--- src/verilog/snn_ctrl_pkg.sv ---
/*
 * Controller definitions
 * Sweep FSM states, update operations and pipeline depth
 */
`default_nettype none

package snn_ctrl_pkg;

    typedef enum logic [2:0] {
        IDLE,
        SWEEP_EVENT,
        SWEEP_LEAK,
        DRAIN,
        ACK_HOLD
    } ctrl_state_t;

    typedef enum logic {
        OP_INTEGRATE,
        OP_LEAK
    } upd_op_t;

    // Updates still in flight after the issue cycle
    localparam int PIPE_DEPTH = 2;

endpackage

`default_nettype wire

--- src/verilog/aer_out_fifo.sv ---
/*
 * Output spike FIFO
 * Queues fired neuron indices and sends them on the four-phase AER output
 */
`default_nettype none

module aer_out_fifo #(
    parameter int N_NEURONS  = 16,
    parameter int FIFO_DEPTH = 8,
    localparam int NEUR_W    = $clog2(N_NEURONS)
) (
    input  logic               CLK,
    input  logic               All_Time_RST_N,
    input  logic               fire_valid,
    input  logic [NEUR_W-1:0]  fire_idx,
    output logic               out_room_low,
    output logic [NEUR_W-1:0]  aer_out_addr,
    output logic               aer_out_req,
    input  logic               aer_out_ack
);

    localparam int PTR_W = (FIFO_DEPTH > 1) ? $clog2(FIFO_DEPTH) : 1;
    localparam int CNT_W = $clog2(FIFO_DEPTH + 1);

    typedef enum logic [1:0] {
        SEND_IDLE,
        SEND_REQ,
        SEND_ACK_LOW
    } send_state_t;

    logic [NEUR_W-1:0] mem [FIFO_DEPTH];
    logic [PTR_W-1:0]  wr_ptr;
    logic [PTR_W-1:0]  rd_ptr;
    logic [CNT_W-1:0]  count;
    send_state_t       send_state;
    logic              push;
    logic              pop;

    assign push = fire_valid && (count != CNT_W'(FIFO_DEPTH));
    assign pop  = (send_state == SEND_REQ) && aer_out_ack;

    // Room for everything that can still arrive from the pipeline
    assign out_room_low = (CNT_W'(FIFO_DEPTH) - count) < CNT_W'(snn_ctrl_pkg::PIPE_DEPTH + 1);

    // Head entry stays put until the pop at req fall
    assign aer_out_addr = mem[rd_ptr];

    always_ff @(posedge CLK) begin
        if (push) begin
            mem[wr_ptr] <= fire_idx;
        end
    end

    // ------------------------------
    // Pointers and sender FSM
    // ------------------------------
    always_ff @(posedge CLK or negedge All_Time_RST_N) begin
        if (!All_Time_RST_N) begin
            wr_ptr      <= '0;
            rd_ptr      <= '0;
            count       <= '0;
            send_state  <= SEND_IDLE;
            aer_out_req <= 1'b0;
        end else begin
            if (push) begin
                wr_ptr <= (wr_ptr == PTR_W'(FIFO_DEPTH - 1)) ? '0 : wr_ptr + 1'b1;
            end
            if (pop) begin
                rd_ptr <= (rd_ptr == PTR_W'(FIFO_DEPTH - 1)) ? '0 : rd_ptr + 1'b1;
            end
            count <= count + CNT_W'(push) - CNT_W'(pop);

            case (send_state)
                SEND_IDLE: begin
                    if (count != '0) begin
                        aer_out_req <= 1'b1;
                        send_state  <= SEND_REQ;
                    end
                end
                SEND_REQ: begin
                    if (aer_out_ack) begin
                        aer_out_req <= 1'b0;
                        send_state  <= SEND_ACK_LOW;
                    end
                end
                SEND_ACK_LOW: begin
                    if (!aer_out_ack) begin
                        send_state <= SEND_IDLE;
                    end
                end
                default: begin
                    send_state <= SEND_IDLE;
                end
            endcase
        end
    end

endmodule

`default_nettype wire

--- config.mk ---
export PLATFORM = sky130hd
export DESIGN_NAME = aer_out_fifo
export DESIGN_NICKNAME = d
export VERILOG_FILES = /design/src/verilog/snn_ctrl_pkg.sv /design/src/verilog/aer_out_fifo.sv
export SDC_FILE = /design/constraint.sdc
export NUM_CORES = 1
export LEC_CHECK = 0
export ABC_CLOCK_PERIOD_IN_PS = 2380
export BUFFER_PORTS_ARGS = -buffer_cell sky130_fd_sc_hd__buf_2
export CAP_MARGIN = 10
export CORE_UTILIZATION = 35
export CTS_BUF_LIST = sky130_fd_sc_hd__clkbuf_4
export CTS_CLUSTER_DIAMETER = 120
export CTS_CLUSTER_SIZE = 40
export DETAILED_ROUTE_END_ITERATION = 8
export HOLD_SLACK_MARGIN = 0.15
export PLACE_DENSITY_LB_ADDON = 0.12
export SLEW_MARGIN = 20
export SYNTH_ARGS = -nofsm -noshare
export SYNTH_HDL_FRONTEND = slang
export SYNTH_SLANG_ARGS = --single-unit
--- constraint.sdc ---
create_clock -name CLK -period 2.38 [get_ports CLK]
set_input_delay 0.238 -clock CLK [delete_from_list [all_inputs] [get_ports CLK]]
set_output_delay 0.238 -clock CLK [all_outputs]
set_load 0.01 [all_outputs]
==> summary.txt <==
Status
  – Outcome: finished, final reports clean

Drt
  – Routed vias: 1090
  – Total Wirelength: roughly 3500 um
  – First-pass iteration count of the detailed router: 4
  – DR iter-0 viols: 40
  – Number of routed nets with antenna violations: 0
  – DRC Markers: 0
  – DR vias/cell: roughly 5
  – Drt wl/cell: 16.1 um

Yosys
  – Synth cell types: 31
  – Synth Instances: 119
  – Mean Syn Cell Area: 17.1 sq um
  – Main flop type after synthesis: edfxtp_1
  – Seq/Total Area, Yosys: 0.631
  – Syn_nets: 139
  – Post-synthesis register bit count: 45
  – Number of synthesized flops with an enable pin: 32
  – Post-synth ARST share: 0.289
  – Yosys warns: 0
  – Synth Cell Area: 0.00204 sq mm

CTS
  – H-tree levels: 2
  – Clock sink count: 45
  – Clock slew seen by the registers of the worst setup and hold paths: between 0.1 and 0.15 ns
  – Clock latency on the worst-skew pair: between 0.3 and 0.4 ns
  – Postcts setup bufs: 0
  – Root buffer cell: clkbuf_4
  – Num CTS Buffers: 5
  – Clock Tree Buf Depth: 2
  – CTS tree: yes

STA
  – Fin crit share: 0.935
  – Crit path time final: 2.22 ns
  – Max Clk Rate: 449 MHz
  – Worst setup margin: 0.155 ns
  – Final setup fails: 0
  – RSZ-0062 raised after global routing: false
  – Final-report hold violation count: 0
  – Least-Margin Pin Slew: 0.853 ns
  – Sum Neg Setup Slack: 0 ns
  – Clock Skew: a little under 0.006 ns
  – Max-slew violations: 0
  – Max-slew headroom: 0.426

Cells and area
  – Final instance area: about 0.0023 sq mm
  – Final net count: 166
  – Area grow syn2layout: 13.4%
  – Antenna cells: 0
  – Fraction of final layout cells sized beyond drive strength 1: 0.259
  – Finished Layout Cells: 219

GRT
  – GR Util All Layers: 0.125
  – Met1 Track Usage GR: 0.156
  – GRT overflow: 0
  – Pin count of the biggest net entering global routing: 15
  – Vias in the first global route: ~1100
  – Grt met3 use: 0.0337
  – Global-route wire length before repair: roughly 5600 um
  – Gr busiest metal: met2
  – GRT met2 Usage: 0.211
  – Initial antenna violation count: 0

Power and ir drop
  – Static leakage: around 0.89 nW
  – PD cells: 1130 mW/mm^2
  – Total power: between 2 and 3 mW
  – Maximum vdd drop: 0.467 mV

Floorplanning
  – DIE WIDTH: 78.3 um
  – Die footprint: 0.00614 sq mm
  – Cell Rows: 27
  – Initial Util: 0.366
  – I/O pin count: 14
  – Area of the core: about 0.0056 sq mm
  – Die height: 78.3 um

Setup path
  – R2r startpoint: count[2]
  – Worst path arrival time: 2.47 ns
  – Startpoint Class: register
  – Crit. End Element: register
  – CP required: 2.62 ns
  – Critical path peak fanout: 8
  – Crit path kind: register to register
  – CP startpoint: count[2]

Place
  – Dpl cells: 207
  – GP Congestion: about 0.74
  – Placed Area: 0.00222 sq mm
  – Post-DP HPWL: 2590 um
  – Dpl ws: 0.156 ns
  – Port bufs: 13

Hold path
  – Worst hold start: fire_idx[3]
  – HP Class: input port to register

Flow run
  – Max cap viols: 0
-- state kept, by name, indices dropped and copies added, names as in the netlist --
signal       cells
count            4
send_state       2
mem             32
rd_ptr           3
aer_out_req      1
wr_ptr           3
-- worst max-delay path, cell delays in order (launching register included) --
cell,delay [ns]
dfrtp_1,0.42
inv_1,0.15
ha_1,0.17
inv_1,0.06
o31ai_4,0.36
ha_1,0.31
inv_1,0.06
ha_1,0.17
fa_1,0.42
-- report_power, final --
group	internal, mW	switching, mW	leakage [nW]
registers	1.05	0.245	0.443
logic	0.548	0.429	0.417
clock network	0.112	0.243	0.0310
-- through the flow --
stage               utilization  hold slack, ns
finish                    0.415           0.166
global route              0.415           0.167
CTS                       0.415           0.156
detailed placement        0.398           0.144
global placement          0.398           0.137
floorplan                     -         -0.0576
-- area by class of cell --
class / instances / area [sq um]
well taps: 72 / 90.1
clock inverters: 3 / 17.5
clock buffers: 5 / 37.5
repair buffers: 22 / 143
inverters: 7 / 26.3
flip-flops and latches: 45 / 1290
multi-input cells: 65 / 712
fillers: 525 / 3260
-- layer usage --
metal	up-vias	routed length, um
met5	-	0
met2	14	1730
met3	2	111
met1	553	1660
met4	0	21
li1	521	-
-- cell families after synthesis --
kind of cell               count (synthesis)  share of synthesized area
DFF                                       45                      0.631
buffers and inverters                      9                     0.0202
and+or+nand+nor                           22                     0.0595
AOI/OAI and AO/OA                         10                     0.0423
adders and majority gates                 12                     0.0773
muxes                                     17                      0.153
xor gates and xnor gates                   4                     0.0172
-- cells in the final DEF, fill, tap and decap left out, types with 2 or more instances in the layout --
master,n
a21oi_1,2
buf_2,13
buf_4,5
clkbuf_4,5
clkinv_2,2
dfrtp_1,12
dlygate4sd3_1,4
edfxtp_1,32
ha_1,11
inv_1,7
mux2_2,9
mux4_1,8
nand2b_1,4
nor2_1,5
nor3_1,5
xnor2_1,3
-- synthesized netlist by cell type, drive strengths merged, types with 2 or more instances --
cell / instances / area [sq um]
a21oi: 2 / 10.0
dfrtp: 13 / 325
edfxtp: 32 / 961
ha: 11 / 138
inv: 7 / 26.3
mux2: 9 / 101
mux4: 8 / 210
nand2b: 4 / 25.0
nor2: 5 / 18.8
nor3: 5 / 25.0
xnor2: 3 / 26.3
-- worst paths after layout --
check                                     end  slack, ns  cells past startpoint
worst min-delay path                mem[5][3]       0.17                      1
worst max-delay path                 count[1]       0.16                      8
min in group asynchronous            count[3]       0.28                      2
worst max register to register       count[1]       0.16                      8
worst min register to register  send_state[0]       0.52                      1
max in group asynchronous           rd_ptr[0]       1.86                      2
-- timing repair --
item / CTS / global route
hold buffers: 4 / 0
gates resized for setup: 1 / 0
setup endpoints to repair: 2 / 0
endpoints found under the hold margin: 31 / 0
Note: power is estimated with default switching activity, not from simulation.
