[src/verilog/snn_types_pkg.sv]
/*
 * Neuron datapath types
 * Widths, value types and the integrate/leak arithmetic limits
 */
`default_nettype none

package snn_types_pkg;

    localparam int WEIGHT_W = 4;
    localparam int POT_W    = 9;
    localparam int COUNT_W  = 16;

    typedef logic signed [WEIGHT_W-1:0] weight_t;
    typedef logic signed [POT_W-1:0]    potential_t;
    // Only compared against non-negative potentials
    typedef logic [POT_W-1:0]           threshold_t;
    typedef logic [COUNT_W-1:0]         count_t;

    // Saturation limits of the membrane potential
    localparam potential_t POT_MAX = 9'sd255;
    localparam potential_t POT_MIN = -9'sd256;

    // One leak tick moves a potential this far toward zero
    localparam potential_t LEAK_STEP = 9'sd1;

endpackage

`default_nettype wire

[src/verilog/spike_counter_bank.sv]
/*
 * Spike counter bank
 * One wrapping counter per neuron, read back through a select
 */
`default_nettype none

module spike_counter_bank #(
    parameter int N_NEURONS = 16,
    localparam int NEUR_W   = $clog2(N_NEURONS)
) (
    input  logic                    CLK,
    input  logic                    All_Time_RST_N,
    input  logic                    fire_valid,
    input  logic [NEUR_W-1:0]       fire_idx,
    input  logic [NEUR_W-1:0]       count_sel,
    output snn_types_pkg::count_t   spike_count
);

    snn_types_pkg::count_t cnt [N_NEURONS];

    always_ff @(posedge CLK or negedge All_Time_RST_N) begin
        if (!All_Time_RST_N) begin
            for (int i = 0; i < N_NEURONS; i++) begin
                cnt[i] <= '0;
            end
        end else if (fire_valid) begin
            // Wraps at overflow
            cnt[fire_idx] <= cnt[fire_idx] + 1'b1;
        end
    end

    assign spike_count = cnt[count_sel];

endmodule

`default_nettype wire

[config.mk]
export PLATFORM = sky130hd
export DESIGN_NAME = spike_counter_bank
export DESIGN_NICKNAME = d
export VERILOG_FILES = /design/src/verilog/snn_types_pkg.sv /design/src/verilog/spike_counter_bank.sv
export SDC_FILE = /design/constraint.sdc
export NUM_CORES = 1
export LEC_CHECK = 0
export BUFFER_PORTS_ARGS = -buffer_cell sky130_fd_sc_hd__buf_2
export CAP_MARGIN = 30
export CORE_MARGIN = 8
export CORE_UTILIZATION = 40
export DETAILED_ROUTE_END_ITERATION = 10
export GPL_TIMING_DRIVEN = 0
export HOLD_SLACK_MARGIN = 0.15
export PLACE_DENSITY = 0.58
export SYNTH_ARGS = -nofsm -noshare
export SYNTH_HDL_FRONTEND = slang
export SYNTH_SLANG_ARGS = --single-unit
export TNS_END_PERCENT = 20
[constraint.sdc]
create_clock -name CLK -period 6.5 [get_ports CLK]
set_input_delay 1.95 -clock CLK [delete_from_list [all_inputs] [get_ports CLK]]
set_output_delay 1.95 -clock CLK [all_outputs]
set_load 0.1 [all_outputs]
==> metrics.txt, run 1 <==
Largest regs cnt (256); Total Routing Usage GR 20.8%; unrepaired setup endpoints after global routing false; DR vias 9736; Cell variety after synth 36; final setup fails 0; design area 15200 µm²; Die Width 199 µm; slowest stage delay, CP 0.71 ns; worst slack, placed -0.362 ns; via/cell ratio 5.95; largest net degree at the start of global routing 94; Clock transition at path regs 0.06 ns; initial core utilization 40.4%; Syn Inst Count 1114; Post-DRT Antenna Nets 0; Synth area leaders dfrtp_1, mux4_2, a21oi_1, nor2_1, o21ai_0; hold_buf cts 0; PD cells 410 nW/µm²; CP endpoint kind output port; Die ar. 39700 µm²; fin nets 1179; worst endpoint required time 4.55 ns; async set or reset register ratio after synthesis 100%; min Tclk post-route 6.45 ns; Die H 199 µm; synthesized area per cell 12.1 µm²; fmax 155 MHz; Congestion Overflow GR 0; CTS H-tree lvls 1; Top FF cell, synth dfrtp_1; Max Slew Vio Count 0; Worst-Skew Late Latency 0.56 ns; simple-gate area share of the yosys netlist 9.73%; Worst VDD drop 0.163 mV; initial antenna violation count 0; Max stage delay cell, worst path clkbuf_1; main combinational cell family by area after synthesis multiplexers; CP Launch Type input pin; Top reg by flops cnt; worst slew pin tran 0.848 ns; xor and xnor area share after synthesis 1.14%; Final Util 45.7%; ANT cells 0; most common library cells after synthesis dfrtp_1, nor2_1, a21oi_1; multiplexer share of the synthesized area 26.1%; post-synthesis cell area 13400 µm²; Root Buffer clkbuf_16; CTS tree done; CP Data Arrival Time 4.50 ns; FP Rows 67; Fin Hold WS 0.505 ns; core area 33300 µm²; GP Congestion 0.917; # port buffers 19; Clock Tree Buf Depth 3; CP Cell Sequence clkbuf_1, clkbuf_1, mux4_2, mux4_2, buf_2; area leader, netlist dfrtp_1; WL/cell 25.0 µm; post-DP HPWL 30.7 mm; Period Utilization, post-route 99.3%; Seq/Total Area, Yosys 47.7%; total CTS buffers 28; Worst Path Max Fanout 10; YS warnings 0; top cell type's share of synthesized area 47.7%; Lkg Pwr 0.00618 µW; fin worst setup slack 0.0458 ns; Hold Vio Cnt, Final 0; CTS sink cnt 256; relative slew slack 43.4%; Max Cap Viol 0; drt pass-1 iters 5; Adder-Cell Fraction of Synth Area 0.0931%; #FFs+latches synth 256; Area after DPL 14200 µm²; I/O Pins 27; status finished clean; WS Path Type in2out; post-synth net total 1126; DR iter-0 viols 1088; min-delay worst type reg2reg; most frequent cell after synthesis dfrtp_1; number of flip-flops in the largest register 256; global-route wire length before repair 61.9 mm; Clock Skews 0.0192 ns; layout cells sized above 1 24.0%; DRC violations left 0; vias in the first global route 9688; Synth Area in Compound Gates 10.9%; EDFF count, synth 0; Area Overhead vs Synth 13.2%; drt total wl 40.9 mm
final timing paths:
check,start,endpoint,slack [ns],cells after the start
worst max-delay path,count_sel[1],spike_count[6],0.05,5
worst min-delay path,cnt[229]$_DFFE_PN0P_,cnt[229]$_DFFE_PN0P_,0.50,2
worst max register to register,cnt[224]$_DFFE_PN0P_,cnt[28]$_DFFE_PN0P_,2.99,10
worst min register to register,cnt[229]$_DFFE_PN0P_,cnt[229]$_DFFE_PN0P_,0.50,2
max in group asynchronous,All_Time_RST_N,cnt[107]$_DFFE_PN0P_,3.82,3
min in group asynchronous,All_Time_RST_N,cnt[33]$_DFFE_PN0P_,1.36,1
worst max-delay path: cells and delay by family:
family,cells,cell delay [ns]
buf+inv,3,1.57
mux,2,0.97
kinds of logic after synthesis:
logic type      count (synthesis)
flops                         256
simple gates                  302
compound gates                271
fa+ha+maj                       1
buf+inv                       109
mux                           161
xor+xnor                       14
where the power goes:
group / internal, µW / switching (µW)
Sequential: 2090 / 379
Combinational: 855 / 1180
Clock: 1040 / 686
cell type report:
class	count	area, µm²
repair buffers	23	190
clock buffers	34	774
well taps	448	561
plain buffers	109	618
multi-input cells	749	6450
fillers	3031	18100
clock inverters	16	214
flip-flops and latches	256	6410
repair_timing:
action / CTS / global route
buffers inserted: 0 / 0
gates resized for setup: 11 / 0
setup endpoints to repair: 16 / 0
cell usage in the layout, fill, tap and decap left out, drive strengths merged, types with 3 or more instances in the layout:
| cell type | netlist | layout |
|---|---|---|
| bufinv | 0 | 5 |
| nor3b | 3 | 3 |
| nor2 | 163 | 163 |
| buf | 45 | 64 |
| xnor2 | 12 | 12 |
| nand3 | 4 | 4 |
| clkinv | 0 | 9 |
| o21ai | 90 | 90 |
| clkdlybuf4s15 | 0 | 4 |
| a21oi | 151 | 151 |
| nand2b | 3 | 3 |
| nand3b | 3 | 3 |
| or3 | 3 | 3 |
| clkbuf | 64 | 98 |
| mux4 | 145 | 145 |
| nand4 | 3 | 3 |
| mux2 | 16 | 16 |
| dfrtp | 256 | 256 |
| nand2 | 110 | 110 |
| a22oi | 30 | 30 |
per-layer routing:
layer | global-route usage, % | part of all wire, % | up-vias | routed length (µm)
met1 | 28.6 | 42 | 5065 | 17100
met2 | 34.5 | 49 | 384 | 20000
li1 | - | - | 4227 | -
met3 | 3.28 | 7.4 | 60 | 3020
met5 | 0 | 0 | - | 0
met4 | 4.91 | 1.9 | 0 | 758
per-stage QoR:
stage / TNS, ns / instances / total power, µW
finish: 0 / 1635 / 6230
global route: 0 / 1635 / 6510
CTS: 0 / 1635 / 6210
detailed placement: -4.83 / 1585 / 4470
global placement: -321.83 / 1581 / 4400
floorplan: 0 / 1114 / 3890
No activity file was read; power rests on OpenSTA's default activity.
==> inputs of run 2 (changes only) <==
--- a/config.mk
+++ b/config.mk
@@ -12,6 +12,7 @@
 export DETAILED_ROUTE_END_ITERATION = 10
 export GPL_TIMING_DRIVEN = 0
 export HOLD_SLACK_MARGIN = 0.15
+export MAX_ROUTING_LAYER = met4
 export PLACE_DENSITY = 0.58
 export SYNTH_ARGS = -nofsm -noshare
 export SYNTH_HDL_FRONTEND = slang
==> metrics.txt, run 2 (synthesized netlist as in run 1, its figures left out) <==
Max Cap Viol 0; post-CTS setup buffer count 0; status finished clean; worst endpoint required time 4.55 ns; final setup fails 0; largest net degree at the start of global routing 104; sequential share of power 40.3%; WL/cell 25.0 µm; Max stage delay cell, worst path clkbuf_1; Congestion Overflow GR 0; Lkg Pwr 0.00614 µW; Internal Power 3900 µW; Top reg by flops cnt; layout cells sized above 1 23.7%; initial core utilization 40.4%; CTS tree done; CP Cell Sequence clkbuf_1, clkbuf_1, mux4_2, mux4_2, buf_2; Final Util 45.5%; Root Buffer clkbuf_16; WS Path Type in2out; worst slew pin tran 0.856 ns; most frequent cells in the layout dfrtp_1, nor2_1, a21oi_1; PD cells 405 nW/µm²; vias in the first global route 9777; clock group share of total power 26.6%; post-DP HPWL 30.8 mm; Worst Path Buf+Inv 3; Resized Gates After CTS 13; worst slack, placed -0.387 ns; CP Launch Type input pin; DR iter-0 viols 796; part of the power in combinational logic 33.1%; via/cell ratio 5.86; Largest regs cnt (256); CTS sink cnt 256; CP endpoint kind output port; fin nets 1179; DRC violations left 0; Die H 199 µm; slowest stage delay, CP 0.65 ns; min-delay worst type reg2reg; global-route wire length before repair 62.7 mm; fin worst setup slack 0.0780 ns; Area Overhead vs Synth 12.7%; drt total wl 40.8 mm; relative slew slack 42.9%; DR vias 9583; Worst-Skew Late Latency 0.55 ns; Period Utilization, post-route 98.8%; number of flip-flops in the largest register 256; Die Width 199 µm; I/O Pins 27; CTS H-tree lvls 1; Fin Hold WS 0.504 ns; # port buffers 19; total CTS buffers 29; Post-DRT Antenna Nets 0; drt pass-1 iters 5; core area 33300 µm²; FP Rows 67; switching share of power 36.4%; fmax 156 MHz; Max Slew Vio Count 0; Clock Tree Buf Depth 3; GP Congestion 0.939; hold_buf cts 0; ANT cells 0; P_sw 2230 µW; Worst Path Max Fanout 10; Total Routing Usage GR 21.7%; initial antenna violation count 0; Clock Skews 0.0190 ns; total negative slack 0 ns; min Tclk post-route 6.42 ns; Die ar. 39700 µm²; Hold Vio Cnt, Final 0; CP Data Arrival Time 4.47 ns; unrepaired setup endpoints after global routing false; Worst VDD drop 0.199 mV; most common cell after layout, fill and taps aside dfrtp_1; crit-path leading delay family buffers and inverters; Clock transition at path regs 0.06 ns
==> run 2: worst min-delay path, cell delays in order, from the launching register on <==
cell and delay [ns]:
dfrtp_1 0.36, nand2_1 0.05, o21ai_0 0.06
==> run 2: power by group through the flow <==
| stage | clock network [µW] | registers (µW) | logic [µW] |
|---|---|---|---|
| detailed placement | 0 | 2470 | 2000 |
| finish | 1630 | 2470 | 2030 |
| CTS | 1650 | 2450 | 2000 |
| global route | 1720 | 2540 | 2170 |
| global placement | 0 | 2440 | 1950 |
| floorplan | 0 | 2350 | 1540 |
==> run 2: final timing paths <==
kind / from / end / slack [ns] / cells past startpoint
setup / recovery: count_sel[1] / spike_count[6] / 0.08 / 5
hold / removal: cnt[221]$_DFFE_PN0P_ / cnt[221]$_DFFE_PN0P_ / 0.50 / 2
setup reg to reg: cnt[224]$_DFFE_PN0P_ / cnt[196]$_DFFE_PN0P_ / 3.02 / 9
hold reg to reg: cnt[221]$_DFFE_PN0P_ / cnt[221]$_DFFE_PN0P_ / 0.50 / 2
max in group asynchronous: All_Time_RST_N / cnt[218]$_DFFE_PN0P_ / 3.77 / 3
min in group asynchronous: All_Time_RST_N / cnt[1]$_DFFE_PN0P_ / 1.32 / 1
==> run 2: cell type report <==
type                    count  area, µm²
plain buffers             109        626
clock buffers              40        817
clock inverters            10        109
fillers                  3072      18100
multi-input cells         749       6450
flip-flops and latches    256       6410
well taps                 448        561
repair buffers             22        175
==> run 2: stage by stage <==
| stage | instance area (µm²) | power (µW) | std cells |
|---|---|---|---|
| after floorplan | 13400 | 3890 | 1114 |
| after global placement | 14100 | 4400 | 1581 |
| after detailed placement | 14200 | 4470 | 1584 |
| after CTS | 15100 | 6110 | 1634 |
| after global routing | 15100 | 6420 | 1634 |
| final | 15100 | 6130 | 1634 |
==> run 2: layer usage <==
metal	track usage [%]	routed length [µm]	vias up
li1	-	-	4217
met1	28.5	17100	4978
met2	34.9	20000	341
met3	4.34	3110	47
met4	4.28	604	0
met5	-	0	-
