`src/verilog/snn_types_pkg.sv`:
```
/*
 * Neuron datapath types
 * Widths, value types and the integrate/leak arithmetic limits
 */
`default_nettype none

package snn_types_pkg;

    localparam int WEIGHT_W = 4;
    localparam int POT_W    = 9;
    localparam int COUNT_W  = 16;

    typedef logic signed [WEIGHT_W-1:0] weight_t;
    typedef logic signed [POT_W-1:0]    potential_t;
    // Only compared against non-negative potentials
    typedef logic [POT_W-1:0]           threshold_t;
    typedef logic [COUNT_W-1:0]         count_t;

    // Saturation limits of the membrane potential
    localparam potential_t POT_MAX = 9'sd255;
    localparam potential_t POT_MIN = -9'sd256;

    // One leak tick moves a potential this far toward zero
    localparam potential_t LEAK_STEP = 9'sd1;

endpackage

`default_nettype wire

```
`src/verilog/snn_ctrl_pkg.sv`:
```
/*
 * Controller definitions
 * Sweep FSM states, update operations and pipeline depth
 */
`default_nettype none

package snn_ctrl_pkg;

    typedef enum logic [2:0] {
        IDLE,
        SWEEP_EVENT,
        SWEEP_LEAK,
        DRAIN,
        ACK_HOLD
    } ctrl_state_t;

    typedef enum logic {
        OP_INTEGRATE,
        OP_LEAK
    } upd_op_t;

    // Updates still in flight after the issue cycle
    localparam int PIPE_DEPTH = 2;

endpackage

`default_nettype wire

```
`src/verilog/neuron_bus_if.sv`:
```
/*
 * Neuron update bus
 * Carries one update from the controller through weight memory to the neurons
 */
`default_nettype none

interface neuron_bus_if #(
    parameter int N_NEURONS = 16,
    parameter int N_INPUTS  = 256
);
    localparam int NEUR_W = $clog2(N_NEURONS);
    localparam int IN_W   = $clog2(N_INPUTS);

    // Issue stage
    logic                    issue_valid;
    snn_ctrl_pkg::upd_op_t   issue_op;
    logic [NEUR_W-1:0]       issue_idx;
    logic [IN_W-1:0]         issue_in_addr;

    // Weight read stage
    logic                    stage_valid;
    snn_ctrl_pkg::upd_op_t   stage_op;
    logic [NEUR_W-1:0]       stage_idx;
    snn_types_pkg::weight_t  stage_weight;

    // Neuron result
    logic                    fire_valid;
    logic [NEUR_W-1:0]       fire_idx;

    modport ctrl (
        output issue_valid, issue_op, issue_idx, issue_in_addr,
        input  stage_valid, fire_valid
    );

    modport mem (
        input  issue_valid, issue_op, issue_idx, issue_in_addr,
        output stage_valid, stage_op, stage_idx, stage_weight
    );

    modport neur (
        input  stage_valid, stage_op, stage_idx, stage_weight,
        output fire_valid, fire_idx
    );

endinterface

`default_nettype wire

```
`src/verilog/snn_controller.sv`:
```
/*
 * SNN controller
 * Four-phase AER input handshake, leak tick arbitration and the neuron sweep FSM
 */
`default_nettype none

module snn_controller #(
    parameter int N_NEURONS = 16,
    parameter int N_INPUTS  = 256,
    localparam int NEUR_W   = $clog2(N_NEURONS),
    localparam int IN_W     = $clog2(N_INPUTS)
) (
    input  logic             CLK,
    input  logic             All_Time_RST_N,
    input  logic [IN_W-1:0]  aer_in_addr,
    input  logic             aer_in_req,
    output logic             aer_in_ack,
    input  logic             leak_tick,
    input  logic             out_room_low,
    neuron_bus_if.ctrl       bus
);

    localparam logic [NEUR_W-1:0] LAST_IDX = NEUR_W'(N_NEURONS - 1);

    snn_ctrl_pkg::ctrl_state_t state;
    snn_ctrl_pkg::upd_op_t     op_q;
    logic [NEUR_W-1:0]         idx;
    logic [IN_W-1:0]           in_addr_q;
    logic                      leak_pend;
    logic                      start_leak;
    logic                      start_event;
    logic                      sweep_issue;

    // ------------------------------
    // Issue decode
    // ------------------------------

    // Leak has priority over a waiting input event
    assign start_leak  = (state == snn_ctrl_pkg::IDLE) && leak_pend && !out_room_low;
    assign start_event = (state == snn_ctrl_pkg::IDLE) && !leak_pend && aer_in_req &&
                         !out_room_low;
    assign sweep_issue = ((state == snn_ctrl_pkg::SWEEP_EVENT) ||
                          (state == snn_ctrl_pkg::SWEEP_LEAK)) && !out_room_low;

    // Neuron 0 goes out in the start cycle itself
    assign bus.issue_valid   = start_leak || start_event || sweep_issue;
    assign bus.issue_op      = (state == snn_ctrl_pkg::IDLE) ?
                               (leak_pend ? snn_ctrl_pkg::OP_LEAK : snn_ctrl_pkg::OP_INTEGRATE) :
                               op_q;
    assign bus.issue_idx     = (state == snn_ctrl_pkg::IDLE) ? '0 : idx;
    assign bus.issue_in_addr = (state == snn_ctrl_pkg::IDLE) ? aer_in_addr : in_addr_q;

    // ------------------------------
    // Sweep FSM
    // ------------------------------
    always_ff @(posedge CLK or negedge All_Time_RST_N) begin
        if (!All_Time_RST_N) begin
            state      <= snn_ctrl_pkg::IDLE;
            op_q       <= snn_ctrl_pkg::OP_INTEGRATE;
            idx        <= '0;
            leak_pend  <= 1'b0;
            aer_in_ack <= 1'b0;
        end else begin
            leak_pend <= leak_tick || (leak_pend && !start_leak);

            case (state)
                snn_ctrl_pkg::IDLE: begin
                    if (start_leak || start_event) begin
                        op_q  <= start_leak ? snn_ctrl_pkg::OP_LEAK : snn_ctrl_pkg::OP_INTEGRATE;
                        idx   <= NEUR_W'(1);
                        state <= start_leak ? snn_ctrl_pkg::SWEEP_LEAK :
                                              snn_ctrl_pkg::SWEEP_EVENT;
                    end
                end
                snn_ctrl_pkg::SWEEP_EVENT,
                snn_ctrl_pkg::SWEEP_LEAK: begin
                    // Hold the index while the output FIFO is short of room
                    if (sweep_issue) begin
                        if (idx == LAST_IDX) begin
                            state <= snn_ctrl_pkg::DRAIN;
                        end else begin
                            idx <= idx + 1'b1;
                        end
                    end
                end
                snn_ctrl_pkg::DRAIN: begin
                    if (!bus.stage_valid && !bus.fire_valid) begin
                        if (op_q == snn_ctrl_pkg::OP_INTEGRATE) begin
                            aer_in_ack <= 1'b1;
                            state      <= snn_ctrl_pkg::ACK_HOLD;
                        end else begin
                            state <= snn_ctrl_pkg::IDLE;
                        end
                    end
                end
                snn_ctrl_pkg::ACK_HOLD: begin
                    // Ack falls only after the sender has dropped req
                    if (!aer_in_req) begin
                        aer_in_ack <= 1'b0;
                        state      <= snn_ctrl_pkg::IDLE;
                    end
                end
                default: begin
                    state <= snn_ctrl_pkg::IDLE;
                end
            endcase
        end
    end

    // Event address for the rest of the sweep
    always_ff @(posedge CLK) begin
        if (start_event) begin
            in_addr_q <= aer_in_addr;
        end
    end

endmodule

`default_nettype wire

```
`src/flat_wrapper.sv`:
```
// flat-port wrapper written by rule: the top's interface ports become plain ports
module snn_controller_flat 
#(
    parameter int N_NEURONS = 16,
    parameter int N_INPUTS  = 256,
    localparam int NEUR_W   = $clog2(N_NEURONS),
    localparam int IN_W     = $clog2(N_INPUTS)
)
  (CLK, All_Time_RST_N, aer_in_addr, aer_in_req, aer_in_ack, leak_tick, out_room_low, bus_issue_valid, bus_issue_op, bus_issue_idx, bus_issue_in_addr, bus_stage_valid, bus_fire_valid);
  neuron_bus_if #(.N_NEURONS(N_NEURONS), .N_INPUTS(N_INPUTS)) bus_i ();
  input  logic CLK;
  input  logic All_Time_RST_N;
  input  logic [IN_W-1:0] aer_in_addr;
  input  logic aer_in_req;
  output logic aer_in_ack;
  input  logic leak_tick;
  input  logic out_room_low;
  output wire logic [$bits(bus_i.issue_valid)-1:0] bus_issue_valid;
  output wire logic [$bits(bus_i.issue_op)-1:0] bus_issue_op;
  output wire logic [$bits(bus_i.issue_idx)-1:0] bus_issue_idx;
  output wire logic [$bits(bus_i.issue_in_addr)-1:0] bus_issue_in_addr;
  input wire logic [$bits(bus_i.stage_valid)-1:0] bus_stage_valid;
  input wire logic [$bits(bus_i.fire_valid)-1:0] bus_fire_valid;
  assign bus_issue_valid = bus_i.issue_valid;
  assign bus_issue_op = bus_i.issue_op;
  assign bus_issue_idx = bus_i.issue_idx;
  assign bus_issue_in_addr = bus_i.issue_in_addr;
  assign bus_i.stage_valid = bus_stage_valid;
  assign bus_i.fire_valid = bus_fire_valid;
  snn_controller #(.N_NEURONS(N_NEURONS), .N_INPUTS(N_INPUTS)) u_core (.CLK(CLK), .All_Time_RST_N(All_Time_RST_N), .aer_in_addr(aer_in_addr), .aer_in_req(aer_in_req), .aer_in_ack(aer_in_ack), .leak_tick(leak_tick), .out_room_low(out_room_low), .bus(bus_i));
endmodule
```
`config.mk`:
```
export PLATFORM = sky130hd
export DESIGN_NAME = snn_controller_flat
export DESIGN_NICKNAME = d
export VERILOG_FILES = /design/src/verilog/snn_types_pkg.sv /design/src/verilog/snn_ctrl_pkg.sv /design/src/verilog/neuron_bus_if.sv /design/src/verilog/snn_controller.sv /design/src/flat_wrapper.sv
export SDC_FILE = /design/constraint.sdc
export NUM_CORES = 1
export LEC_CHECK = 0
export ABC_AREA = 1
export BUFFER_PORTS_ARGS = -buffer_cell sky130_fd_sc_hd__buf_2
export CAP_MARGIN = 25
export CORE_ASPECT_RATIO = 1.25
export CORE_UTILIZATION = 25
export CTS_CLUSTER_DIAMETER = 30
export CTS_CLUSTER_SIZE = 24
export DETAILED_ROUTE_END_ITERATION = 6
export SYNTH_ARGS = -nofsm -noshare
export SYNTH_HDL_FRONTEND = slang
export SYNTH_SLANG_ARGS = --single-unit
```
`constraint.sdc`:
```
create_clock -name CLK -period 1.88 [get_ports CLK]
set_clock_uncertainty 0.1 [all_clocks]
set_input_delay 0.094 -clock CLK [delete_from_list [all_inputs] [get_ports CLK]]
set_output_delay 0.094 -clock CLK [all_outputs]
set_load 0.03 [all_outputs]
```
==> metrics.md <==
| Metric | Value |
|---|---|
| Seq/Total Area, Yosys | approximately 48% |
| CP arrival | 1600 ps |
| Hold_ws | 79.00 ps |
| Syn nets | between 100 and 150 |
| Bufs and invs on worst path | 1 |
| Final Slew Violations | 0 |
| CP Class | register to output port |
| Root Buffer Master | clkbuf_8 |
| Crit-path max FO | 14 |
| Synth cell count leaders | nand2_1 (44), nor2_1 (14), inv_1 (12), dfrtp_1 (10), edfxtp_1 (8) |
| Top cells by area, synth | dfrtp_1 (24%), edfxtp_1 (23%), nand2_1 (16%) |
| Worst-skew pair later-pin latency | between 200 and 300 ps |
| Clock Path Buffers | 2 |
| WL final | approximately 2400 µm |
| DP Wirelength | about 1700 µm |
| Share of layout cells above drive strength 1 | about a third |
| Final cycle utilization of the critical path | between 90% and 100% |
| Vias in the first global route | about 880 |
| Static leakage | 0.6863 nW |
| FILL cells | between 400 and 500 |
| Slew margin rel. | a little over four fifths |
| Clk pin slew, worst setup/hold paths | approximately 70 ps |
| Min-delay src | aer_in_req |
| Number of synthesized register bits | 18 |
| Finish-stage setup viols | 0 |
| Critical path's top delay family | simple AND/OR/NAND/NOR gates |
| Chip width | around 59 µm |
| Main synth FF type | dfrtp_1 |
| Logic pwr share | between 60% and 70% |
| Max VDD drop | slightly above 300 µV |
| Tmin final | roughly 1800 ps |
| Net Switching | about 1.2 mW |
| I/O Buffers | 29 |
| CORE AREA | 0.003847 mm² |
| Die height | between 70 and 80 µm |
| Vias | approximately 940 |
| Crit end category | output port |
| Top-count cell post-synth | nand2_1 |
| # rows | 25 |
| WL per Instance | ~11 µm |
| Critical path's largest stage delay | between 400 and 500 ps |
| Sw Ratio | between 50% and 60% |
| CTS sink count | 18 |
| Top-area cell type share of the netlist area | 24.42% |
| Startpoint Class | register |
| Final Cell Area | between 0.001 and 0.0015 mm² |
| # DRC | 0 |
| Remaining Overflow, GRT | 0 |
| Crit path from | u_core.state[0] |
| Synth Cell Area | about 0.001 mm² |
| Final WS setup | just over 80 ps |
| Total track usage | 11.79% |
| Clock share of power | approximately 12% |
| Initial core utilization | a little over a quarter |
| Area of the multi-input gates | 481.7 µm² |
| Post-place setup slack | 212.0 ps |
| Routed Antenna Nets | 0 |
| Final Hold Viols | 0 |
| Synth area leader | dfrtp_1 |
| Slowest-stage cell, CP | dfrtp_1 |
| CTS tree | yes |
| Drt first pass iters | 2 |
| Flop pwr share | 25.2% |
| FMAX | between 500 and 600 MHz |
| Internal power | roughly 1.1 mW |
| Post-synth cell types | 26 |
| Critical-path cell list | nor2_4 -> nand2_8 -> nor3_2 -> nor2_1 -> o21ai_0 -> buf_4 |
| Layout net count | 186 |
| Gpl congestion | 0.7853 |
| Worst min path class | input port to register |
| Critical Path RT | approximately 1700 ps |
| DR iter-0 viols | 21 |
| Power density cells | ~1600 mW/mm² |
| Pin count of the biggest net entering global routing | 14 |
| Max-cap violations | 0 |
| Run status | finished clean |
| Synth warnings | 0 |
| Tightest Pin Transition | about 250 ps |
| Synth Instances | approximately 120 |
| R2r startpoint | u_core.state[0] |
| Ant. Diodes | 0 |
| Vias per inst | ~4.2 |
| Cell area after placement | ~0.0012 mm² |
| Fraction of registers with async set/reset | a little under three fifths |
| Die area | between 0.004 and 0.005 mm² |
| Num CTS Buffers | 3 |
| CTS HTree Levels | 1 |
| IO Pins | 30 |
| First-pass GRT wire length | ~3700 µm |
| Post-synth EDFFs | 8 |
| Storage element area | approximately 500 µm² |
| Avg Inst Size Synth | 8.264 µm² |
| Area grow syn2layout | 38.10% |
| Initial antenna violation count | 0 |
-- cell families after synthesis --
group                    Yosys count  share of synthesized area, %
adder cells (fa/ha/maj)            1                         1.221
XOR/XNOR                           1                        0.8549
AND/OR/NAND/NOR                   78                         38.10
flip-flops                        18                         47.86
buffers and inverters             15                         5.982
AO/OA/AOI/OAI                     11                         5.983
-- worst min-delay path: cells and delay by family --
kind / cells / cell delay [ps]
simple gates: 2 / 190
buf+inv: 1 / 110
-- metrics by stage --
step	utilization, %	std cells	setup TNS, ps	power (mW)
after detailed placement	32.03	206	0	1.895
after floorplan	-	124	0	1.604
after global placement	32.03	206	0	1.880
after global routing	36.78	223	-42.60	2.455
final	36.78	223	0	2.275
after CTS	35.90	220	0	2.206
-- placed cells by master, fill, tap and decap left out --
master,instances
nand2_2,4
edfxtp_1,8
dlygate4sd3_1,10
nand3_1,4
clkbuf_8,3
buf_2,28
nand3_2,2
xor2_1,1
clkinv_1,1
buf_4,4
nor2_1,14
or2_2,1
o21ai_0,3
clkinvlp_4,2
nor2_2,2
ha_1,1
dfrtp_1,10
a2bb2oi_1,1
nand3_4,1
nand2_8,1
o21bai_1,1
nand2_1,44
inv_2,1
nor3_2,1
o21ai_1,4
nand4_1,1
nand4_4,1
a21oi_1,2
inv_1,11
nor2_4,2
-- layer usage --
layer  vias up  global-route usage (%)  wire (µm)
li1        483                       -          -
met1       435                   12.33       1018
met2        18                   20.97       1218
met3         6                   2.113         74
met4         0                   7.937         57
met5         -                       0          0
-- power groups by stage --
stage | registers, mW | logic [mW] | clock network (mW)
2_1_floorplan | 0.588 | 1.02 | 0
3_3_place_gp | 0.578 | 1.30 | 0
3_5_place_dp | 0.581 | 1.31 | 0
4_1_cts | 0.574 | 1.34 | 0.289
5_1_grt | 0.585 | 1.57 | 0.300
6_report | 0.573 | 1.42 | 0.282
-- what timing repair did --
item                                    in CTS  in global routing
gates cloned                                 0                  1
pin swaps                                    0                  1
buffers inserted                             0                  2
gates resized for setup                      1                  3
hold buffers                                10                  0
endpoints found under the setup margin       9                 11
endpoints found under the hold margin       19                  0
-- final cells by class --
type                       count  share of cell area, %
clock inverter                 1                 0.2653
inverter                      13                  3.714
multi-input combinational     91                  34.04
timing repair inverter         1                 0.5305
tap                           54                  4.775
clock buffer                   3                  2.918
timing repair buffer          42                  19.10
sequential                    18                  34.66
-- flip-flops by register name (all words and copies together), names as in the netlist --
register,cells
u_core.state,3
u_core.op_q,1
u_core.in_addr_q,8
u_core.aer_in_ack,1
u_core.idx,4
u_core.leak_pend,1
-- final timing paths --
check                                 endpoint  slack [ps]  cells past startpoint
max in group asynchronous        u_core.idx[2]        1360                      2
max reg2reg                u_core.in_addr_q[7]         290                      4
min in group asynchronous    u_core.aer_in_ack         120                      2
max                            bus_issue_valid          80                      6
min                            u_core.state[2]          80                      3
min reg2reg                      u_core.idx[3]         390                      2
(Power assumes the default switching activity.)
