`config.mk`:
```
export PLATFORM = sky130hd
export DESIGN_NAME = neuron_array_flat
export DESIGN_NICKNAME = d
export VERILOG_FILES = /design/src/verilog/snn_types_pkg.sv /design/src/verilog/snn_ctrl_pkg.sv /design/src/verilog/neuron_bus_if.sv /design/src/verilog/neuron_array.sv /design/src/flat_wrapper.sv
export SDC_FILE = /design/constraint.sdc
export NUM_CORES = 1
export LEC_CHECK = 0
export BUFFER_PORTS_ARGS = -buffer_cell sky130_fd_sc_hd__buf_4
export CELL_PAD_IN_SITES_DETAIL_PLACEMENT = 0
export CELL_PAD_IN_SITES_GLOBAL_PLACEMENT = 1
export CORE_MARGIN = 2
export CORE_UTILIZATION = 50
export DETAILED_ROUTE_END_ITERATION = 12
export HOLD_SLACK_MARGIN = 0.02
export PLACE_DENSITY = 0.85
export SLEW_MARGIN = 0
export SYNTH_ARGS = -nofsm -noshare
export SYNTH_HDL_FRONTEND = slang
export SYNTH_SLANG_ARGS = --single-unit
```
`constraint.sdc`:
```
create_clock -name CLK -period 14.7 [get_ports CLK]
set_clock_uncertainty 0.05 [all_clocks]
set_input_delay 0.735 -clock CLK [delete_from_list [all_inputs] [get_ports CLK]]
set_output_delay 0.735 -clock CLK [all_outputs]
set_load 0.005 [all_outputs]
```
`src/verilog/snn_types_pkg.sv`:
```
/*
 * Neuron datapath types
 * Widths, value types and the integrate/leak arithmetic limits
 */
`default_nettype none

package snn_types_pkg;

    localparam int WEIGHT_W = 4;
    localparam int POT_W    = 9;
    localparam int COUNT_W  = 16;

    typedef logic signed [WEIGHT_W-1:0] weight_t;
    typedef logic signed [POT_W-1:0]    potential_t;
    // Only compared against non-negative potentials
    typedef logic [POT_W-1:0]           threshold_t;
    typedef logic [COUNT_W-1:0]         count_t;

    // Saturation limits of the membrane potential
    localparam potential_t POT_MAX = 9'sd255;
    localparam potential_t POT_MIN = -9'sd256;

    // One leak tick moves a potential this far toward zero
    localparam potential_t LEAK_STEP = 9'sd1;

endpackage

`default_nettype wire

```
`src/verilog/snn_ctrl_pkg.sv`:
```
/*
 * Controller definitions
 * Sweep FSM states, update operations and pipeline depth
 */
`default_nettype none

package snn_ctrl_pkg;

    typedef enum logic [2:0] {
        IDLE,
        SWEEP_EVENT,
        SWEEP_LEAK,
        DRAIN,
        ACK_HOLD
    } ctrl_state_t;

    typedef enum logic {
        OP_INTEGRATE,
        OP_LEAK
    } upd_op_t;

    // Updates still in flight after the issue cycle
    localparam int PIPE_DEPTH = 2;

endpackage

`default_nettype wire

```
`src/verilog/neuron_bus_if.sv`:
```
/*
 * Neuron update bus
 * Carries one update from the controller through weight memory to the neurons
 */
`default_nettype none

interface neuron_bus_if #(
    parameter int N_NEURONS = 16,
    parameter int N_INPUTS  = 256
);
    localparam int NEUR_W = $clog2(N_NEURONS);
    localparam int IN_W   = $clog2(N_INPUTS);

    // Issue stage
    logic                    issue_valid;
    snn_ctrl_pkg::upd_op_t   issue_op;
    logic [NEUR_W-1:0]       issue_idx;
    logic [IN_W-1:0]         issue_in_addr;

    // Weight read stage
    logic                    stage_valid;
    snn_ctrl_pkg::upd_op_t   stage_op;
    logic [NEUR_W-1:0]       stage_idx;
    snn_types_pkg::weight_t  stage_weight;

    // Neuron result
    logic                    fire_valid;
    logic [NEUR_W-1:0]       fire_idx;

    modport ctrl (
        output issue_valid, issue_op, issue_idx, issue_in_addr,
        input  stage_valid, fire_valid
    );

    modport mem (
        input  issue_valid, issue_op, issue_idx, issue_in_addr,
        output stage_valid, stage_op, stage_idx, stage_weight
    );

    modport neur (
        input  stage_valid, stage_op, stage_idx, stage_weight,
        output fire_valid, fire_idx
    );

endinterface

`default_nettype wire

```
`src/verilog/neuron_array.sv`:
```
/*
 * LIF neuron array
 * Membrane potentials with saturating integrate, leak, threshold and reset
 */
`default_nettype none

module neuron_array #(
    parameter int N_NEURONS = 16
) (
    input  logic                       CLK,
    input  logic                       All_Time_RST_N,
    input  snn_types_pkg::threshold_t  threshold,
    neuron_bus_if.neur                 bus
);

    localparam int POT_W = snn_types_pkg::POT_W;

    snn_types_pkg::potential_t pot [N_NEURONS];
    snn_types_pkg::potential_t cur_pot;
    snn_types_pkg::potential_t next_pot;
    logic signed [POT_W:0]     cur_wide;
    logic signed [POT_W:0]     wt_wide;
    logic signed [POT_W:0]     sum_wide;
    logic                      fire_now;

    // One extra bit so the sum can be checked against the limits
    assign cur_pot  = pot[bus.stage_idx];
    assign cur_wide = cur_pot;
    assign wt_wide  = bus.stage_weight;
    assign sum_wide = cur_wide + wt_wide;

    // ------------------------------
    // Update arithmetic
    // ------------------------------
    always_comb begin
        next_pot = cur_pot;
        fire_now = 1'b0;
        if (bus.stage_op == snn_ctrl_pkg::OP_LEAK) begin
            // Step toward zero, never fires
            if (cur_pot > 0) begin
                next_pot = cur_pot - snn_types_pkg::LEAK_STEP;
            end else if (cur_pot < 0) begin
                next_pot = cur_pot + snn_types_pkg::LEAK_STEP;
            end
        end else begin
            if (sum_wide > snn_types_pkg::POT_MAX) begin
                next_pot = snn_types_pkg::POT_MAX;
            end else if (sum_wide < snn_types_pkg::POT_MIN) begin
                next_pot = snn_types_pkg::POT_MIN;
            end else begin
                next_pot = sum_wide[POT_W-1:0];
            end
            fire_now = !next_pot[POT_W-1] &&
                       (snn_types_pkg::threshold_t'(next_pot) >= threshold);
        end
    end

    // Potential store, reset to zero after a spike
    always_ff @(posedge CLK or negedge All_Time_RST_N) begin
        if (!All_Time_RST_N) begin
            for (int i = 0; i < N_NEURONS; i++) begin
                pot[i] <= '0;
            end
            bus.fire_valid <= 1'b0;
        end else begin
            if (bus.stage_valid) begin
                pot[bus.stage_idx] <= fire_now ? '0 : next_pot;
            end
            bus.fire_valid <= bus.stage_valid && fire_now;
        end
    end

    always_ff @(posedge CLK) begin
        if (bus.stage_valid) begin
            bus.fire_idx <= bus.stage_idx;
        end
    end

endmodule

`default_nettype wire

```
`src/flat_wrapper.sv`:
```
// flat-port wrapper written by rule: the top's interface ports become plain ports
module neuron_array_flat 
#(
    parameter int N_NEURONS = 16
)
  (CLK, All_Time_RST_N, threshold, bus_stage_valid, bus_stage_op, bus_stage_idx, bus_stage_weight, bus_fire_valid, bus_fire_idx);
  neuron_bus_if #(.N_NEURONS(N_NEURONS)) bus_i ();
  input  logic CLK;
  input  logic All_Time_RST_N;
  input  snn_types_pkg::threshold_t threshold;
  input wire logic [$bits(bus_i.stage_valid)-1:0] bus_stage_valid;
  input wire logic [$bits(bus_i.stage_op)-1:0] bus_stage_op;
  input wire logic [$bits(bus_i.stage_idx)-1:0] bus_stage_idx;
  input wire logic [$bits(bus_i.stage_weight)-1:0] bus_stage_weight;
  output wire logic [$bits(bus_i.fire_valid)-1:0] bus_fire_valid;
  output wire logic [$bits(bus_i.fire_idx)-1:0] bus_fire_idx;
  assign bus_i.stage_valid = bus_stage_valid;
  assign bus_i.stage_op = bus_stage_op;
  assign bus_i.stage_idx = bus_stage_idx;
  assign bus_i.stage_weight = bus_stage_weight;
  assign bus_fire_valid = bus_i.fire_valid;
  assign bus_fire_idx = bus_i.fire_idx;
  neuron_array #(.N_NEURONS(N_NEURONS)) u_core (.CLK(CLK), .All_Time_RST_N(All_Time_RST_N), .threshold(threshold), .bus(bus_i));
endmodule
```
==> results of run 1 <==
[flip-flops by register name, summed over array words and instances, names as in the netlist]
name	cells
u_core.pot	144
u_core.bus.fire_idx	4
u_core.bus.fire_valid	1
[critical path, stage by stage]
cell and delay, ns:
buf_4 0.62, mux4_1 0.64, nand2_1 0.08, and4_1 0.26, inv_1 0.12, ha_1 0.24
fa_1 0.46, a211oi_1 0.27, o21ai_0 0.19, nand4_1 0.14, or3b_2 0.55, o21ai_0 0.32
inv_1 0.09, ha_1 0.32, nand3_1 0.08, nor4_1 0.28, nor3_1 0.11, o21ai_0 0.57
nor2_1 0.16, a21oi_1 0.94, a21oi_1 0.18
[kinds of logic (layout without fill, tap and decap cells)]
kind of cell / after synthesis / count (layout) / synth area share (%)
xor gates and xnor gates: 6 / 6 / 0.664
muxes: 85 / 85 / 17.4
and+or+nand+nor: 203 / 203 / 12.1
AOI/OAI and AO/OA: 188 / 188 / 15.4
DFF: 149 / 149 / 47.3
buffers and inverters: 63 / 92 / 3.76
adders and majority gates: 21 / 21 / 3.41
[through the flow]
step,area (um^2),util (%)
after floorplan,7920,-
after global placement,8280,52.9
after detailed placement,8280,52.9
after CTS,8930,57.0
after global routing,8930,57.0
final,8930,57.0
[report_power, final]
part	leakage [uW]	switching (uW)	internal (uW)	total (uW)
sequential	0.00180	90.4	586	676
clock	0.000308	168	302	470
combinational	0.00170	410	317	728
[per-layer routing]
layer	global-route usage, %	vias to the layer above	wire [um]
li1	-	2649	-
met1	31.7	2882	8380
met2	40.2	108	9380
met3	4.14	24	520
met4	8.10	0	295
met5	0	-	0
[layout by cell type (no fill, tap or decap), types with 3 or more instances in the layout]
cell        netlist  routed
nor3_1           13      13
a21oi_2          10      10
mux2_2           49      49
a21o_1            6       6
buf_4             2      41
nand3_1           5       5
o21ai_0          41      41
clkbuf_8          0       4
nand2_1          42      42
bufinv_16         0       4
nand2b_1          6       6
ha_1             20      20
clkinvlp_4        0       4
a211oi_1          6       6
a21oi_1          71      71
mux4_2           32      32
mux4_1            4       4
xnor2_1           5       5
dfrtp_1         145     145
nand4_1           3       3
edfxtp_1          4       4
o21a_1            6       6
inv_1            18      18
clkbuf_16         0      17
and4_1            3       3
nand3b_1          3       3
o31ai_1          10      10
nor2b_1           3       3
a22oi_1          12      12
or3_1             3       3
nor2_1          102     102
[final timing paths]
check / cells after the start / slack, ns / endpoint
max: 21 / 7.49 / u_core.pot[63]$_DFFE_PN0P_
min: 1 / 0.29 / u_core.pot[52]$_DFFE_PN0P_
max reg2reg: 20 / 8.24 / u_core.pot[63]$_DFFE_PN0P_
min reg2reg: 2 / 0.43 / u_core.pot[139]$_DFFE_PN0P_
max in group asynchronous: 2 / 12.98 / u_core.pot[1]$_DFFE_PN0P_
min in group CLK: 2 / 0.43 / u_core.pot[139]$_DFFE_PN0P_
[layout make-up]
type	instances	area [um^2]
clock inverter	11	173
multi-input combinational	503	3870
sequential	149	3750
fill	1340	6720
tap	216	270
timing repair buffer	42	319
inverter	18	67.6
clock buffer	21	480
==> summary.txt, run 1 <==
Post-synth EDFFs -> 4
Post-synth top cells -> 145 x dfrtp_1, 102 x nor2_1, 71 x a21oi_1
First-pass DRT Iterations -> 5
CP Class -> in -> reg
share of layout cells above drive strength 1 -> 24.7%
prevailing post-synth register cell -> dfrtp_1
ANT nets after route -> 0
synthesis-stage register bit count -> 149
Area Overhead vs Synth -> 12.8%
initial DRC count -> 484
period utilization -> 49.0%
NumNets Final -> 773
Residual DRC -> 0
RSZ-0062 raised after global routing -> false
ant diodes -> 0
area of the core -> 15700 um^2
clock-pin transition on the worst setup and hold timing paths -> 0.06 ns
maximum vdd drop -> 137 uV
beginning of the critical path -> bus_stage_idx[0]
TNS Setup -> 0 ns
CTS max path bufs -> 2
top area cells in the synthesized netlist -> dfrtp_1 46%, mux4_2 9.1%, mux2_2 7.0%, nor2_1 4.8%, a21oi_1 4.5%
pre-CTS worst setup slack -> 7.12 ns
Root Driver -> clkbuf_16
drt via density -> 5.90
Critical Path Source Type -> input port
gr usage total -> 23.9%
Post-Syn Instances -> 715
share of the synthesized area in the top cell type -> 45.8%
syn nets -> 757
Avg Cell Area, Syn -> 11.1 um^2
Least-Margin Pin Slew -> 1.19 ns
initial antenna violation count -> 0
via count -> 5663
clock latency on the worst-skew pair -> 0.43 ns
max-slew violation count -> 0
Synth area leader -> dfrtp_1
die area -> 16900 um^2
Pleak -> 0.00380 uW
vias in the first global route -> 5829
power per cell area -> 210 nW/um^2
CTS tree -> built
TritonCTS Buffers -> 17
status -> complete, no violations
Die Y -> 130 um
io pins -> 26
PortBufs -> 25
Worst Setup End Kind -> register
GR Overflow Total -> 0
first-pass GRT wire length -> 30700 um
htree depth -> 4
DIE WIDTH -> 130 um
starting density of the core -> 50.6%
Power Total -> 1870 uW
Ys Warns -> 0
final hold violations -> 0
Mapped Area -> 7920 um^2
final setup margin -> 7.49 ns
Routed WL per cell -> 19.3 um
Final GP Congestion -> 0.895
Max Freq -> 0.139 GHz
synth unique cells -> 69
WP data arrival -> 7.40 ns
final setup violation count -> 0
final cell count without fillers -> 960
min-delay worst type -> in -> async
hold_buf cts -> 0
critical path required time -> 14.89 ns
count leader, synth -> dfrtp_1
Post-synth ARST share -> 97.3%
TritonCTS Sinks -> 149
Tmin final -> 7.21 ns
Post-Route WL -> 18600 um
hold_ws -> 0.286 ns
row count -> 46
largest net degree at the start of global routing -> 80
CP Max Fanout -> 47
dpl cells -> 928
Max Cap Viol -> 0
R2R Path Start -> u_core.pot[81]$_DFFE_PN0P_
hpwl dp -> 12600 um
setup bufs post-CTS -> 0
relative slew slack -> 20.8%
post-CTS sizing -> 0
post-synthesis sequential area ratio -> 47.3%
Power figures use the tool's default switching activity.
==> run 2: changes to the inputs <==
Settings changed: CORE_UTILIZATION 50 to 46, PLACE_DENSITY 0.85 to 0.83.
Clock period 14.7 ns to 6.2 ns, I/O delays scaled along.
==> run 2 against run 1 <==
Clock power rose by 110%. Worst hold slack got worse by 0.19 ns. Via count rose by 3.8%. Worst setup slack got worse by 6.9 ns. Final cell count rose by 3.0%. Global-route usage fell by 1.3 points. Routed wire length rose by 4.3%. Sequential share of layout area fell by 0.69 points. Clock-buffer cell count fell by 3. Design area rose by 1.7%. Die area rose by 8.4%. Largest cell class unchanged. Highest routed layer unchanged.
==> summary.txt, run 2 (same netlist as run 1, synthesis figures left out) <==
status -> complete, no violations
clock-pin transition on the worst setup and hold timing paths -> 0.07 ns
setup bufs post-CTS -> 0
fillers -> 1448
flop-to-flop setup slack -> 0.57 ns
Residual DRC -> 0
first-pass GRT wire length -> 31900 um
ant diodes -> 0
via count -> 5881
starting density of the core -> 47.4%
WHS Path Cells -> 1
Max Cap Viol -> 0
M1 wire length -> 8530 um
R2R Path Start -> u_core.pot[90]$_DFFE_PN0P_
Pleak -> 0.00391 uW
Area Overhead vs Synth -> 14.7%
WP data arrival -> 5.94 ns
TritonCTS Buffers -> 17
most used cell, CP -> o21ai_0
die area -> 18300 um^2
initial DRC count -> 403
CTS tree -> built
TritonCTS Sinks -> 149
DIE WIDTH -> 135 um
min-delay worst type -> in -> reg
largest reg by FF count -> u_core.pot
GR Overflow Total -> 0
CP Class -> reg -> reg
Reg2Reg Depth -> 23
Power Total -> 4480 uW
DP Area -> 8490 um^2
drt via density -> 5.95
area of the core -> 16700 um^2
Root Driver -> clkbuf_16
Routed WL per cell -> 19.6 um
CTS max path bufs -> 2
pre-CTS worst setup slack -> -0.0703 ns
CP Cell Sequence -> mux4_1, nand2_1, and4_1, inv_1, ha_1, fa_1, a211oi_1, o21ai_0, nand4_1, or3b_2, buf_4, o21ai_0, ha_1, nand2b_1, a211oi_1, nor4_1, nor3_1, o21ai_0, buf_4, nor2_1, a311oi_4, buf_12, a21oi_1
CP max-delay cell -> or3b_2
met2 WL -> 9610 um
First-pass DRT Iterations -> 5
DR WL met3 -> 739 um
htree depth -> 4
io pins -> 26
Worst Setup End Kind -> register
commonest non-fill, non-tap cell in the layout -> dfrtp_1
NumNets Final -> 798
CP Max Fanout -> 16
Final GP Congestion -> 0.871
top flop regs -> u_core.pot (144), u_core.bus.fire_idx (4), u_core.bus.fire_valid (1)
row count -> 47
Tmin final -> 5.63 ns
final hold violations -> 0
hpwl dp -> 13500 um
vias in the first global route -> 5999
Worst Hold Path EP -> u_core.bus.fire_idx[3]$_DFFE_PP_
Critical Path Max Stage Delay -> 0.50 ns
largest net degree at the start of global routing -> 88
RSZ-0062 raised after global routing -> false
maximum vdd drop -> 261 uV
commonest cells after routing, fill and taps aside -> 145 x dfrtp_1, 102 x nor2_1, 71 x a21oi_1
dpl cells -> 956
Worst R2R End -> u_core.pot[122]$_DFFE_PN0P_
Critical Path Source Type -> register
Max Freq -> 0.178 GHz
clock latency on the worst-skew pair -> 0.43 ns
Top Metal Used -> met4
final cell count without fillers -> 989
number of flip-flops in the largest register -> 144
hold_sp -> bus_stage_idx[3]
Least-Margin Pin Slew -> 1.12 ns
critical path required time -> 6.51 ns
initial antenna violation count -> 0
Die Y -> 135 um
Post-Route WL -> 19400 um
PortBufs -> 25
final setup margin -> 0.569 ns
relative slew slack -> 25.3%
gr usage total -> 22.6%
ANT nets after route -> 0
power per cell area -> 493 nW/um^2
beginning of the critical path -> u_core.pot[90]$_DFFE_PN0P_
share of layout cells above drive strength 1 -> 27.0%
final setup violation count -> 0
max-slew violation count -> 0
period utilization -> 90.8%
cell area after layout -> 9080 um^2
run 2: changes by cell type in the layout (fill, tap and decap cells not counted), sizes merged:
cell / change
bufinv: -4
clkinvlp: -1
inv: +8
clkbuf: -3
buf: +24
dlygate4sd3: +1
run 2: layer usage:
metal	global-route usage [%]	up-vias
li1	-	2700
met1	30.1	2992
met2	37.5	152
met3	3.82	37
met4	8.33	0
met5	0	-
run 2: stage by stage:
stage          util, %  TNS, ns  hold slack [ns]
6_report          54.4        0           0.0958
5_1_grt           54.4        0           0.0982
4_1_cts           54.3        0           0.0885
3_5_place_dp      50.8   -0.133            0.263
3_3_place_gp      50.8        0            0.246
2_1_floorplan        -        0          -0.0356
run 2: worst max path at each step:
stage	to	slack, ns	depth (start not counted)
after global placement	u_core.pot[67]$_DFFE_PN0P_	0.17	21
after CTS	u_core.pot[67]$_DFFE_PN0P_	0.38	21
after detailed placement	u_core.pot[67]$_DFFE_PN0P_	-0.07	22
final	u_core.pot[122]$_DFFE_PN0P_	0.57	23
after floorplan	u_core.pot[135]$_DFFE_PN0P_	0.60	24
after global routing	u_core.pot[113]$_DFFE_PN0P_	0.12	23
run 2: worst max-delay path: cells and delay by family (launching register included):
kind / cells / cell delay [ns]
and+or+nand+nor: 8 / 1.60
AOI/OAI and AO/OA: 7 / 1.41
adders and majority gates: 3 / 0.98
buffers and inverters: 4 / 0.66
muxes: 1 / 0.49
DFF: 1 / 0.37
run 2: cell type report:
| type | instances | area [um^2] | area share (%) |
|---|---|---|---|
| clock buffers | 18 | 439 | 4.84 |
| clock inverters | 14 | 136 | 1.50 |
| inverters | 18 | 67.6 | 0.744 |
| multi-input cells | 503 | 3880 | 42.7 |
| flip-flops and latches | 149 | 3750 | 41.3 |
| well taps | 220 | 275 | 3.03 |
| repair buffers | 67 | 534 | 5.88 |
run 2: timing repair:
item,4_1_cts,5_1_grt
hold buffers,1,0
resized for setup,0,1
hold endpoints to repair,58,0
setup endpoints to repair,0,4
run 2: power by group:
group / internal (uW) / leakage (uW) / switching (uW) / total, uW
logic: 860 / 0.00183 / 1010 / 1870
clock network: 542 / 0.000276 / 457 / 999
registers: 1390 / 0.00180 / 220 / 1610
total: 2790 / 0.00391 / 1690 / 4480
